<file path="src/rtl/alut_defines.svh">
// alut sizes and host register map
// shared by the rtl and the testbench
`ifndef ALUT_DEFINES_SVH
`define ALUT_DEFINES_SVH

`define ALUT_IDX_W      8        // table index, 256 entries
`define ALUT_MAX_IDX    8'hff    // last slot, table walk stops here
`define ALUT_TIME_W     32       // time stamp width
`define ALUT_ENTRY_W    83       // valid + stamp + port + mac

// register offsets on the host bus
`define ALUT_REG_DIV    4'h0
`define ALUT_REG_AGE    4'h1
`define ALUT_REG_CMD    4'h2
`define ALUT_REG_STAT   4'h3
`define ALUT_REG_LST_LO 4'h4
`define ALUT_REG_LST_HI 4'h5
`endif

</file>
<file path="src/rtl/alut_pkg.sv">
// alut types: table entry layout and the state and command enums
package alut_pkg;

`include "alut_defines.svh"

   // one table slot, msb first
   typedef struct packed {
      logic                    valid;
      logic [`ALUT_TIME_W-1:0] stamp;   // last accessed time
      logic [1:0]              port;
      logic [47:0]             mac;
   } alut_entry_t;

   // host commands, as written to the CMD register
   typedef enum logic [1:0] {
      cmd_none       = 2'b00,
      cmd_rsvd       = 2'b01,
      cmd_inval_aged = 2'b10,
      cmd_inval_all  = 2'b11
   } alut_cmd_e;

   typedef enum logic [2:0] {
      age_idle          = 3'b000,
      age_inval_aged_rd = 3'b001,
      age_inval_aged_wr = 3'b010,
      age_inval_all     = 3'b011,
      age_chk           = 3'b100
   } age_state_e;

   typedef enum logic [1:0] {
      add_idle     = 2'b00,
      add_wait_age = 2'b01,
      add_learn_wr = 2'b10,
      add_look_chk = 2'b11
   } addr_state_e;

endpackage

</file>
<file path="src/rtl/alut_regs.sv">
// alut host registers: divider, best-before age, command and status
`timescale 1ns/1ps
`include "alut_defines.svh"

module alut_regs
   import alut_pkg::*;
(
   input  logic        pclk24,
   input  logic        n_p_reset24,
   input  logic        reg_wr,
   input  logic [3:0]  reg_addr,
   input  logic [31:0] reg_wdata,
   input  logic        add_check_active,
   input  logic        age_check_active,
   input  logic        inval_in_prog,
   input  logic [47:0] lst_inv_mac,
   input  logic [1:0]  lst_inv_port,
   output logic [31:0] reg_rdata,
   output logic [7:0]  div_clk,
   output logic [31:0] best_bfr_age,
   output alut_cmd_e   command
);

   alut_cmd_e cmd_pend;   // written, not yet taken

   always_ff @(posedge pclk24 or negedge n_p_reset24)
   begin
      if (!n_p_reset24)
      begin
         div_clk      <= 8'd0;
         best_bfr_age <= 32'd0;
         cmd_pend     <= cmd_none;
      end
      else
      begin
         if (reg_wr && (reg_addr == `ALUT_REG_DIV))
            div_clk <= reg_wdata[7:0];
         if (reg_wr && (reg_addr == `ALUT_REG_AGE))
            best_bfr_age <= reg_wdata;
         if (reg_wr && (reg_addr == `ALUT_REG_CMD))
            cmd_pend <= alut_cmd_e'(reg_wdata[1:0]);
         else if (!add_check_active)
            cmd_pend <= cmd_none;                // presented this cycle, gone next
      end
   end

   // hold the command back while a learn or lookup runs
   assign command = add_check_active ? cmd_none : cmd_pend;

   // ----------------------------------------
   // read back
   // ----------------------------------------
   always_comb
   begin
      case (reg_addr)
         `ALUT_REG_DIV:    reg_rdata = {24'd0, div_clk};
         `ALUT_REG_AGE:    reg_rdata = best_bfr_age;
         `ALUT_REG_CMD:    reg_rdata = {30'd0, cmd_pend};
         `ALUT_REG_STAT:   reg_rdata = {30'd0, inval_in_prog, age_check_active};
         `ALUT_REG_LST_LO: reg_rdata = lst_inv_mac[31:0];
         `ALUT_REG_LST_HI: reg_rdata = {14'd0, lst_inv_port, lst_inv_mac[47:32]};
         default:          reg_rdata = 32'd0;
      endcase
   end

endmodule

</file>
<file path="config.mk">
export PLATFORM = sky130hd
export DESIGN_NAME = alut_regs
export DESIGN_NICKNAME = d
export VERILOG_FILES = /design/src/rtl/alut_pkg.sv /design/src/rtl/alut_regs.sv
export VERILOG_INCLUDE_DIRS = /design/src /design/src/rtl
export SDC_FILE = /design/constraint.sdc
export NUM_CORES = 1
export LEC_CHECK = 0
export BUFFER_PORTS_ARGS = -buffer_cell sky130_fd_sc_hd__buf_4
export CORE_UTILIZATION = 43
export CTS_BUF_LIST = sky130_fd_sc_hd__clkbuf_4
export CTS_CLUSTER_DIAMETER = 40
export DETAILED_ROUTE_END_ITERATION = 10
export PLACE_DENSITY_LB_ADDON = 0.05
export SETUP_SLACK_MARGIN = 0.02
export SLEW_MARGIN = 10
export SYNTH_ARGS = -nofsm -noshare
export SYNTH_HDL_FRONTEND = slang
export SYNTH_SLANG_ARGS = --single-unit
</file>
<file path="constraint.sdc">
create_clock -name pclk24 -period 1.6 [get_ports pclk24]
set_input_delay 0.16 -clock pclk24 [delete_from_list [all_inputs] [get_ports pclk24]]
set_output_delay 0.16 -clock pclk24 [all_outputs]
set_load 0.01 [all_outputs]
</file>
==> results of run 1 <==
power breakdown:
part / total [uW] / internal [uW] / leakage, uW / switching, uW
clock network: 509 / 182 / 0.0000331 / 327
registers: 1510 / 1300 / 0.000518 / 209
logic: 1320 / 854 / 0.00154 / 467
total: 3340 / 2330 / 0.00210 / 1000
flip-flops by register name, indices dropped and copies added (netlist names):
register / count
best_bfr_age: 32
cmd_pend: 2
div_clk: 8
Yosys cell counts (2+ instances only):
| cell | instances | area, um^2 |
|---|---|---|
| dfrtp_1 | 42 | 1051 |
| o21ai_1 | 6 | 30.03 |
| a22o_1 | 14 | 122.6 |
| inv_1 | 2 | 7.510 |
| buf_6 | 4 | 45.04 |
| mux2_2 | 10 | 112.6 |
| mux2_4 | 30 | 450.4 |
| nand2_1 | 22 | 82.58 |
| buf_2 | 8 | 40.04 |
| nor2b_1 | 2 | 12.51 |
| nor4b_4 | 2 | 47.55 |
| mux2i_1 | 12 | 120.1 |
| a221o_1 | 2 | 20.02 |
| a22oi_1 | 16 | 120.1 |
| o22ai_1 | 2 | 12.51 |
path summary, 6_finish.rpt:
kind | cells past startpoint | endpoint | slack, ns
max | 4 | reg_rdata[1] | 0.02
min | 2 | best_bfr_age[11] | 0.03
max reg2reg | 3 | best_bfr_age[0] | 0.57
min reg2reg | 1 | div_clk[4] | 0.55
max in group asynchronous | 2 | div_clk[4] | 0.91
min in group asynchronous | 2 | div_clk[6] | 0.32
critical path: stages, from the launching register on:
cell	delay (ns)
dfrtp_1	0.40
mux2i_1	0.17
o22ai_1	0.10
a221o_1	0.28
buf_6	0.13
cells in the final DEF (no fill, tap or decap), types with 2 or more instances in the layout:
master / count
nor4b_4: 2
dfrtp_1: 42
nor2b_1: 2
buf_6: 2
a22oi_1: 16
buf_4: 178
mux2_2: 10
a22o_1: 14
clkbuf_4: 6
o22ai_1: 2
o21ai_1: 6
inv_1: 2
a221o_1: 2
nand2_1: 22
mux2_4: 30
mux2i_1: 12
area by class of cell:
cell class | count | area, um^2
timing repair buffer | 182 | 1389
clock inverter | 2 | 8.758
inverter | 2 | 7.507
tap | 70 | 87.58
fill | 419 | 1388
sequential | 42 | 1051
multi-input combinational | 126 | 1229
clock buffer | 6 | 45.04
through the flow:
step                      cell area, um^2  power, uW
after floorplan                      2365       2051
after global placement               3694       2765
after detailed placement             3694       2796
after CTS                            3787       3342
after global routing                 3817       3504
final                                3817       3337
logic make-up (layout without fill, tap and decap cells):
group	Yosys count	in the layout	share of synthesized area, %
and+or+nand+nor	34	34	9.524
buffers and inverters	15	192	4.233
AOI/OAI and AO/OA	40	40	12.91
muxes	52	52	28.89
DFF	42	42	44.44
repair_timing:
action	4_1_cts	5_1_grt
endpoints found under the hold margin	42	0
gates resized for setup	0	2
hold buffers	1	0
setup buffers	4	3
setup endpoints to repair	2	2
metal layers:
layer	GRT usage [%]	routed length, um
met1	29.18	2814
met4	7.115	110
met2	38.45	3361
met3	5.269	470
met5	0	0
==> key figures, run 1 <==
Place
  – RePlAce Congestion: 0.7619
  – Dpl cells: just over 400
  – PortBufs: 165
  – Post-DP HPWL: 5132 um
  – Worst slack, placed: 0.1761 ns

Timing
  – Setup_tns: 0 ns
  – Max Clk Rate: 0.6343 GHz
  – Worst slew margin: 64.43%
  – Final Skew: 0 ns
  – Tcrit/Tclk final: 98.54%
  – Measured slew at the worst slew-check pin: 0.5336 ns
  – PnR worst setup slack: 0.02336 ns
  – Final Hold Viols: 0
  – RSZ-0062 raised after global routing: yes
  – Final setup viols: 0
  – Final min period: between 1.5 and 2 ns
  – Slew Viols, Final: 0
  – Worst hold slack: 0.03030 ns

Layout
  – Finished Core Util: around three quarters
  – Non-Filler Instances: 430
  – N_diodes: 0
  – Layout area overhead: 61.43%
  – Nets: 451
  – Fraction of layout cells with a size suffix above 1: 65.00%

Floorplanning
  – Core area: 5205 um^2
  – DIE HEIGHT: 76.16 um
  – Starting density of the core: 45.43%
  – I/O pin cnt: around 170
  – Die width: 76.16 um
  – Cell Rows: 26
  – Die area: 5800 um^2

Synth
  – Number of flops mapped to enable cells by yosys: 0
  – Post-synthesis async set-or-reset flop share: 100.0%
  – Mapped cell area: 2365 um^2
  – Top_reg_cell synth: dfrtp_1
  – Distinct cells, synth: 24
  – Post-synthesis sequential area ratio: between 40% and 50%
  – Yosys reg bits: between 40 and 50
  – Yosys warns: 0
  – Syn_nets: 275
  – Syn avg cell area: 12.92 um^2
  – Synth Instances: 183

GRT
  – Tot GR Track Use: between 20% and 30%
  – Antenna violations before repair: 0
  – Grt total ovfl: 0
  – First-pass GRT wire length: 10,560 um
  – Largest net degree at the start of global routing: between 40 and 50
  – Vias in the first global route: 2,168

Critical path
  – Worst r2r src: best_bfr_age[0]
  – Required time worst endpoint: between 1 and 1.5 ns
  – Worst-path fanout max: 2
  – CP arrival: 1.42 ns
  – Crit end category: output port
  – Startpoint Class: register
  – Critical Path Start: best_bfr_age[1]
  – Crit Path Class: reg2out

Run
  – Max-cap violations: 0

Min path
  – Worst hold path class: in2reg
  – Hold Startpoint: reg_wdata[11]

Clock tree
  – H-Tree Depth: 2
  – Num CTS Buffers: 5
  – Clk_lat worst skew: 0.34 ns
  – Worst-path clk slew: about 0.12 ns
  – Clock Sinks: 42
  – Clock Tree Buf Depth: 2
  – CTS tree: yes
  – Root buffer cell: clkbuf_4

Route
  – WL/cell: 15.71 um
  – Vias: 2,195
  – Drt total wl: slightly below 7000 um
  – Vias per cell: 5.105
  – Residual DRC: 0
  – Drt pass-1 iters: 4
  – First DRT Iteration DRCs: 55
  – Antenna-violating nets left: 0

Pwr
  – VDD IR max: 0.5740 mV
  – Power per cell area: 874.1 nW/um^2
  – Static Leak: 0.002095 uW

Outcome
  – Status: complete, no violations
Note: power is estimated with default switching activity, not from simulation.
==> run 2, diff against run 1 <==
Settings changed: CORE_UTILIZATION 43 to 25, GPL_TIMING_DRIVEN set to 0.
==> run 2 against run 1 <==
Global-route usage fell by 8.0 points. Design area rose by 1.5%. Setup slack got worse by 0.019 ns. Combinational power barely moved. Sequential cell count did not move. Count of clock-buffer cells in the layout rose by 1. Critical path depth did not move. Via count fell by 1.3%. Routed wire length rose by 9.6%. Die area rose by 70%. First-iteration DRC count fell by 16%. Final cell count rose by 10%.
==> key figures, run 2 (synthesis gave the netlist of run 1 again) <==
Outcome
  – Status: complete, no violations

Timing
  – Max Clk Rate: 0.6267 GHz (-1.2%)
  – RSZ-0062 raised after global routing: yes
  – Final min period: 1.596 ns (+0.01911 ns)
  – Final Hold Viols: 0 (unchanged)
  – Final setup viols: 0 (unchanged)
  – Worst slew margin: 62.83% (-1.6 points)
  – Final Skew: 0 ns (unchanged)
  – Measured slew at the worst slew-check pin: 0.5575 ns (+0.02388 ns)
  – PnR worst setup slack: 0.004255 ns (-0.01911 ns)
  – Slew Viols, Final: 0 (unchanged)
  – Tcrit/Tclk final: 99.73% (+1.2 points)

Route
  – Antenna-violating nets left: 0 (unchanged)
  – Residual DRC: 0 (unchanged)
  – Vias: 2,166 (-1.3%)
  – WL/cell: 15.60 um (-0.75%)
  – Drt total wl: 7408 um (+9.6%)
  – Vias per cell: 4.560 (-11%)
  – First DRT Iteration DRCs: 46 (-16%)
  – Drt pass-1 iters: 4 (unchanged)

GRT
  – Largest net degree at the start of global routing: 43 (unchanged)
  – Tot GR Track Use: 14.88% (-8.0 points)
  – Vias in the first global route: 2,088 (-3.7%)
  – Grt total ovfl: 0 (unchanged)
  – Antenna violations before repair: 0 (unchanged)
  – First-pass GRT wire length: 11,290 um (+6.9%)

Min path
  – WHS Path Cells: 2 (unchanged)
  – Hold path endpoint: best_bfr_age[27]
  – Hold Startpoint: reg_wdata[27]
  – Worst hold path class: in2reg

Layout
  – Nets: 456 (+1.1%)
  – Max FFs per register: 32 (unchanged)
  – N_diodes: 0 (unchanged)
  – Layout area overhead: 63.81%
  – Finished Core Util: 42.12% (-31 points)
  – Most frequent cells in the layout: 175 x buf_4, 42 x dfrtp_1, 30 x mux2_4, 22 x nand2_1, 16 x a22oi_1
  – Top Registers: best_bfr_age (32), div_clk (8), cmd_pend (2)
  – Top reg by flops: best_bfr_age
  – Most common cell after layout, fill and taps aside: buf_4
  – Fraction of layout cells with a size suffix above 1: 65.38% (+0.38 points)

Floorplanning
  – Core area: 9196 um^2 (+77%)
  – DIE HEIGHT: 99.26 um (+30%)
  – Cell Rows: 35 (+35%)
  – Die width: 99.26 um (+30%)
  – I/O pin cnt: 166 (unchanged)
  – Die area: 9852 um^2 (+70%)
  – Starting density of the core: 25.71% (-20 points)

Critical path
  – Register-to-register setup slack: 0.72 ns (+0.15 ns)
  – Required time worst endpoint: 1.44 ns (about the same)
  – Register-to-Register Path Depth: 2 (-1)
  – Crit end category: output port
  – Crit Path Class: reg2out
  – Worst r2r src: best_bfr_age[0]
  – CP arrival: 1.44 ns (+0.02 ns)
  – Critical R2R Capture: best_bfr_age[0]
  – Startpoint Class: register
  – Worst-path fanout max: 2 (unchanged)

Clock tree
  – H-Tree Depth: 2 (unchanged)
  – Root buffer cell: clkbuf_4
  – Clk_lat worst skew: 0.34 ns (about the same)
  – Clock Tree Buf Depth: 2 (unchanged)
  – CTS tree: yes
  – Worst-path clk slew: 0.12 ns (about the same)
  – Num CTS Buffers: 5 (unchanged)
  – Clock Sinks: 42 (unchanged)

Pwr
  – VDD IR max: 0.3444 mV (-40%)
  – Power per cell area: 857.8 nW/um^2 (-1.9%)
  – Static Leak: 0.002111 uW (+0.78%)

Place
  – PortBufs: 164 (-0.61%)
  – RePlAce Congestion: 0.6808 (-11%)
  – Post-DP HPWL: 5628 um (+9.7%)
  – Worst slack, placed: -0.05653 ns (-0.2326 ns)

Run
  – Max-cap violations: 0 (unchanged)
-- run 2: per-stage QoR --
step                      instances  setup TNS [ns]  total power (uW)  area, um^2  hold WS, ns
after floorplan                 183               0              2051        2365      -0.1356
after global placement          458         -0.2797              2780        3735       0.1915
after detailed placement        458         -0.1976              2787        3735       0.1941
after CTS                       472        -0.01903              3389        3851     0.005028
after global routing            475         -0.1288              3532        3874     0.002825
final                           475               0              3323        3874      0.03160
-- run 2: cell type report --
type	count	area, um^2
fill	949	5323
tap	111	138.9
multi-input combinational	126	1214
sequential	42	1051
inverter	2	7.507
clock buffer	7	52.55
buffer	13	97.59
timing repair buffer	174	1313
-- run 2: worst max-delay path, stage by stage (launching register included) --
cell and delay [ns]:
dfrtp_1 0.39, mux2i_1 0.17, o22ai_1 0.11, a221o_1 0.28, buf_6 0.13
-- run 2: where the power goes --
part / leakage [uW] / internal, uW / switching (uW)
Combinational: 0.00156 / 838 / 452
Sequential: 0.000518 / 1300 / 203
Clock: 0.0000322 / 200 / 332
Total: 0.00211 / 2340 / 987
-- run 2: how the worst max path moves through the flow --
stage	endpoint	depth (start not counted)	startpoint
final	reg_rdata[1]	4	best_bfr_age[1]
after global routing	reg_rdata[1]	4	div_clk[1]
after CTS	reg_rdata[1]	4	best_bfr_age[1]
after detailed placement	reg_rdata[1]	6	reg_addr[0]
after global placement	reg_rdata[1]	6	reg_addr[0]
after floorplan	reg_rdata[1]	5	reg_addr[0]
-- run 2: what timing repair did --
action,4_1_cts,5_1_grt
endpoints found under the hold margin,42,0
buffers inserted,6,3
hold buffers,1,0
endpoints found under the setup margin,28,28
resized for setup,3,0
pin swaps,1,2
-- run 2: routing by layer --
layer  GRT usage, %  wire length (um)  vias to the layer above
li1               -                 -                     1044
met1          18.65              3205                     1029
met2          25.85              3714                       86
met3          2.741               400                        7
met4          4.751                87                        0
met5              0                 0                        -
==> run 3, diff against run 2 <==
Settings changed: CTS_CLUSTER_DIAMETER 40 to unset, RECOVER_POWER set to 25, SLEW_MARGIN 10 to unset.
==> run 3 against run 2 <==
Fmax unchanged. Count of clock-buffer cells in the layout unchanged. Final cell count did not move. Sequential power barely moved. Design area is essentially flat. Critical path depth unchanged. Total power about the same. Die area did not move.
==> key figures, run 3 (synthesis gave the netlist of run 1 again) <==
Clock tree
  – Root buffer cell: clkbuf_4
  – H-Tree Depth: 2 (unchanged)
  – Clock Tree Buf Depth: 2 (unchanged)
  – Clock Sinks: 42 (unchanged)
  – Worst-path clk slew: 0.12 ns (about the same)
  – CTS tree: yes
  – Clk_lat worst skew: 0.34 ns (about the same)
  – Num CTS Buffers: 5 (unchanged)

Route
  – Residual DRC: 0 (unchanged)
  – Drt pass-1 iters: 4 (unchanged)
  – First DRT Iteration DRCs: 46 (unchanged)
  – Antenna-violating nets left: 0 (unchanged)
  – Drt total wl: 7406 um (about the same)
  – Vias: 2,166 (unchanged)
  – Vias per cell: 4.560 (unchanged)
  – WL/cell: 15.59 um (about the same)

GRT
  – Largest net degree at the start of global routing: 43 (unchanged)
  – Tot GR Track Use: 14.88% (unchanged)
  – Antenna violations before repair: 0 (unchanged)
  – Vias in the first global route: 2,088 (unchanged)
  – First-pass GRT wire length: 11,290 um (unchanged)
  – Grt total ovfl: 0 (unchanged)

Floorplanning
  – DIE HEIGHT: 99.26 um (unchanged)
  – Die width: 99.26 um (unchanged)
  – Core area: 9196 um^2 (unchanged)
  – Cell Rows: 35 (unchanged)
  – I/O pin cnt: 166 (unchanged)
  – Starting density of the core: 25.71% (unchanged)
  – Die area: 9852 um^2 (unchanged)

Layout
  – Top Registers: best_bfr_age (32), div_clk (8), cmd_pend (2)
  – Fraction of layout cells with a size suffix above 1: 65.38% (unchanged)
  – Fill count: 948 (-0.11%)
  – Layout area overhead: 63.70% (about the same)
  – Design area: 3871 um^2 (about the same)
  – Most frequent cells in the layout: 174 x buf_4, 42 x dfrtp_1, 30 x mux2_4, 22 x nand2_1, 16 x a22oi_1
  – Max FFs per register: 32 (unchanged)
  – Most common cell after layout, fill and taps aside: buf_4
  – N_diodes: 0 (unchanged)
  – Top reg by flops: best_bfr_age
  – Non-Filler Instances: 475 (unchanged)
  – Nets: 456 (unchanged)

Min path
  – Worst hold path class: in2reg

Critical path
  – Register-to-register setup slack: 0.72 ns (about the same)
  – Crit end category: output port
  – CP arrival: 1.44 ns (about the same)
  – Crit Path Class: reg2out
  – Slowest cell on the critical path: dfrtp_1
  – Kind of cell adding the most delay to the critical path: flip-flops
  – Required time worst endpoint: 1.44 ns (about the same)
  – Slowest stage delay, CP: 0.39 ns (about the same)
  – Crit path buffers/inverters: 1 (unchanged)
  – Startpoint Class: register
  – Critical path cell sequence: mux2i_1, o22ai_1, a221o_1, buf_6
  – Worst-path fanout max: 2 (unchanged)

Place
  – Placed Area: 3735 um^2 (unchanged)
  – RePlAce Congestion: 0.6808 (unchanged)
  – Dpl cells: 458 (unchanged)
  – Post-DP HPWL: 5628 um (unchanged)
  – PortBufs: 164 (unchanged)

Pwr
  – Tot Pwr: 3322 uW (about the same)
  – VDD IR max: 0.3444 mV (about the same)
  – Static Leak: 0.002111 uW (about the same)
  – Power per cell area: 858.1 nW/um^2 (about the same)

Timing
  – Slew Viols, Final: 0 (unchanged)
  – Max Clk Rate: 0.6267 GHz (unchanged)
  – Tcrit/Tclk final: 99.73% (unchanged)
  – Final Hold Viols: 0 (unchanged)
  – Final Skew: 0 ns (unchanged)
  – Worst hold slack: 0.03160 ns (unchanged)
  – Final setup viols: 0 (unchanged)
  – Worst slew margin: 27.90% (-35 points)
  – RSZ-0062 raised after global routing: yes
  – Measured slew at the worst slew-check pin: 1.081 ns (+0.5240 ns)
  – Final min period: 1.596 ns (unchanged)

Run
  – Max-cap violations: 0 (unchanged)

Outcome
  – Status: complete, no violations
==> run 3: cell types whose count changed in the layout (fill, tap and decap cells not counted) <==
cell,before,now
clkbuf_2,0,1
buf_4,175,174
==> run 3: worst reg2reg max path, cell delays in order (launching register included) <==
cell     delay (ns)
dfrtp_1        0.40
buf_4          0.14
mux2_4         0.24
==> run 3: layer usage <==
metal	global-route usage, %	part of all wire [%]	vias to the layer above
met3	2.741	5.4	7
met5	0	0	-
met1	18.65	43	1029
met4	4.751	1.2	0
li1	-	-	1044
met2	25.85	50	86
==> run 3: final timing paths <==
kind / startpoint / end / depth (start not counted)
setup / recovery: best_bfr_age[1] / reg_rdata[1] / 4
hold / removal: reg_wdata[27] / best_bfr_age[27] / 2
setup reg to reg: best_bfr_age[0] / best_bfr_age[0] / 2
hold reg to reg: div_clk[6] / div_clk[6] / 1
max in group asynchronous: n_p_reset24 / div_clk[7] / 2
min in group asynchronous: n_p_reset24 / best_bfr_age[12] / 2
==> run 3: what timing repair did <==
item                       in CTS  in global routing
setup buffers                   6                  3
hold endpoints to repair       42                  0
gates resized for setup         3                  0
pin swaps                       1                  2
setup endpoints to repair      28                 28
hold buffers                    1                  0
cloned                          0                  0
==> run 3: layout make-up <==
cell class,instances,area (um^2),area share [%]
Buffer,13,97.59,2.521
Inverter,2,7.507,0.1939
Clock buffer,7,52.55,1.357
Timing Repair Buffer,174,1310,33.84
Multi-Input combinational cell,126,1214,31.35
Sequential cell,42,1051,27.15
Tap cell,111,138.9,3.588
==> run 3: report_power, final <==
group | switching, uW | internal (uW)
Combinational | 452 | 837
Sequential | 203 | 1300
Clock | 332 | 200
==> run 3: through the flow <==
stage               setup slack, ns  util, %  setup TNS (ns)
floorplan                    0.2471        -               0
CTS                        -0.01903    41.88        -0.01903
finish                     0.004255    42.10               0
global route               -0.07734    42.10         -0.1288
detailed placement         -0.05653    40.61         -0.1976
global placement           -0.04365    40.61         -0.2797
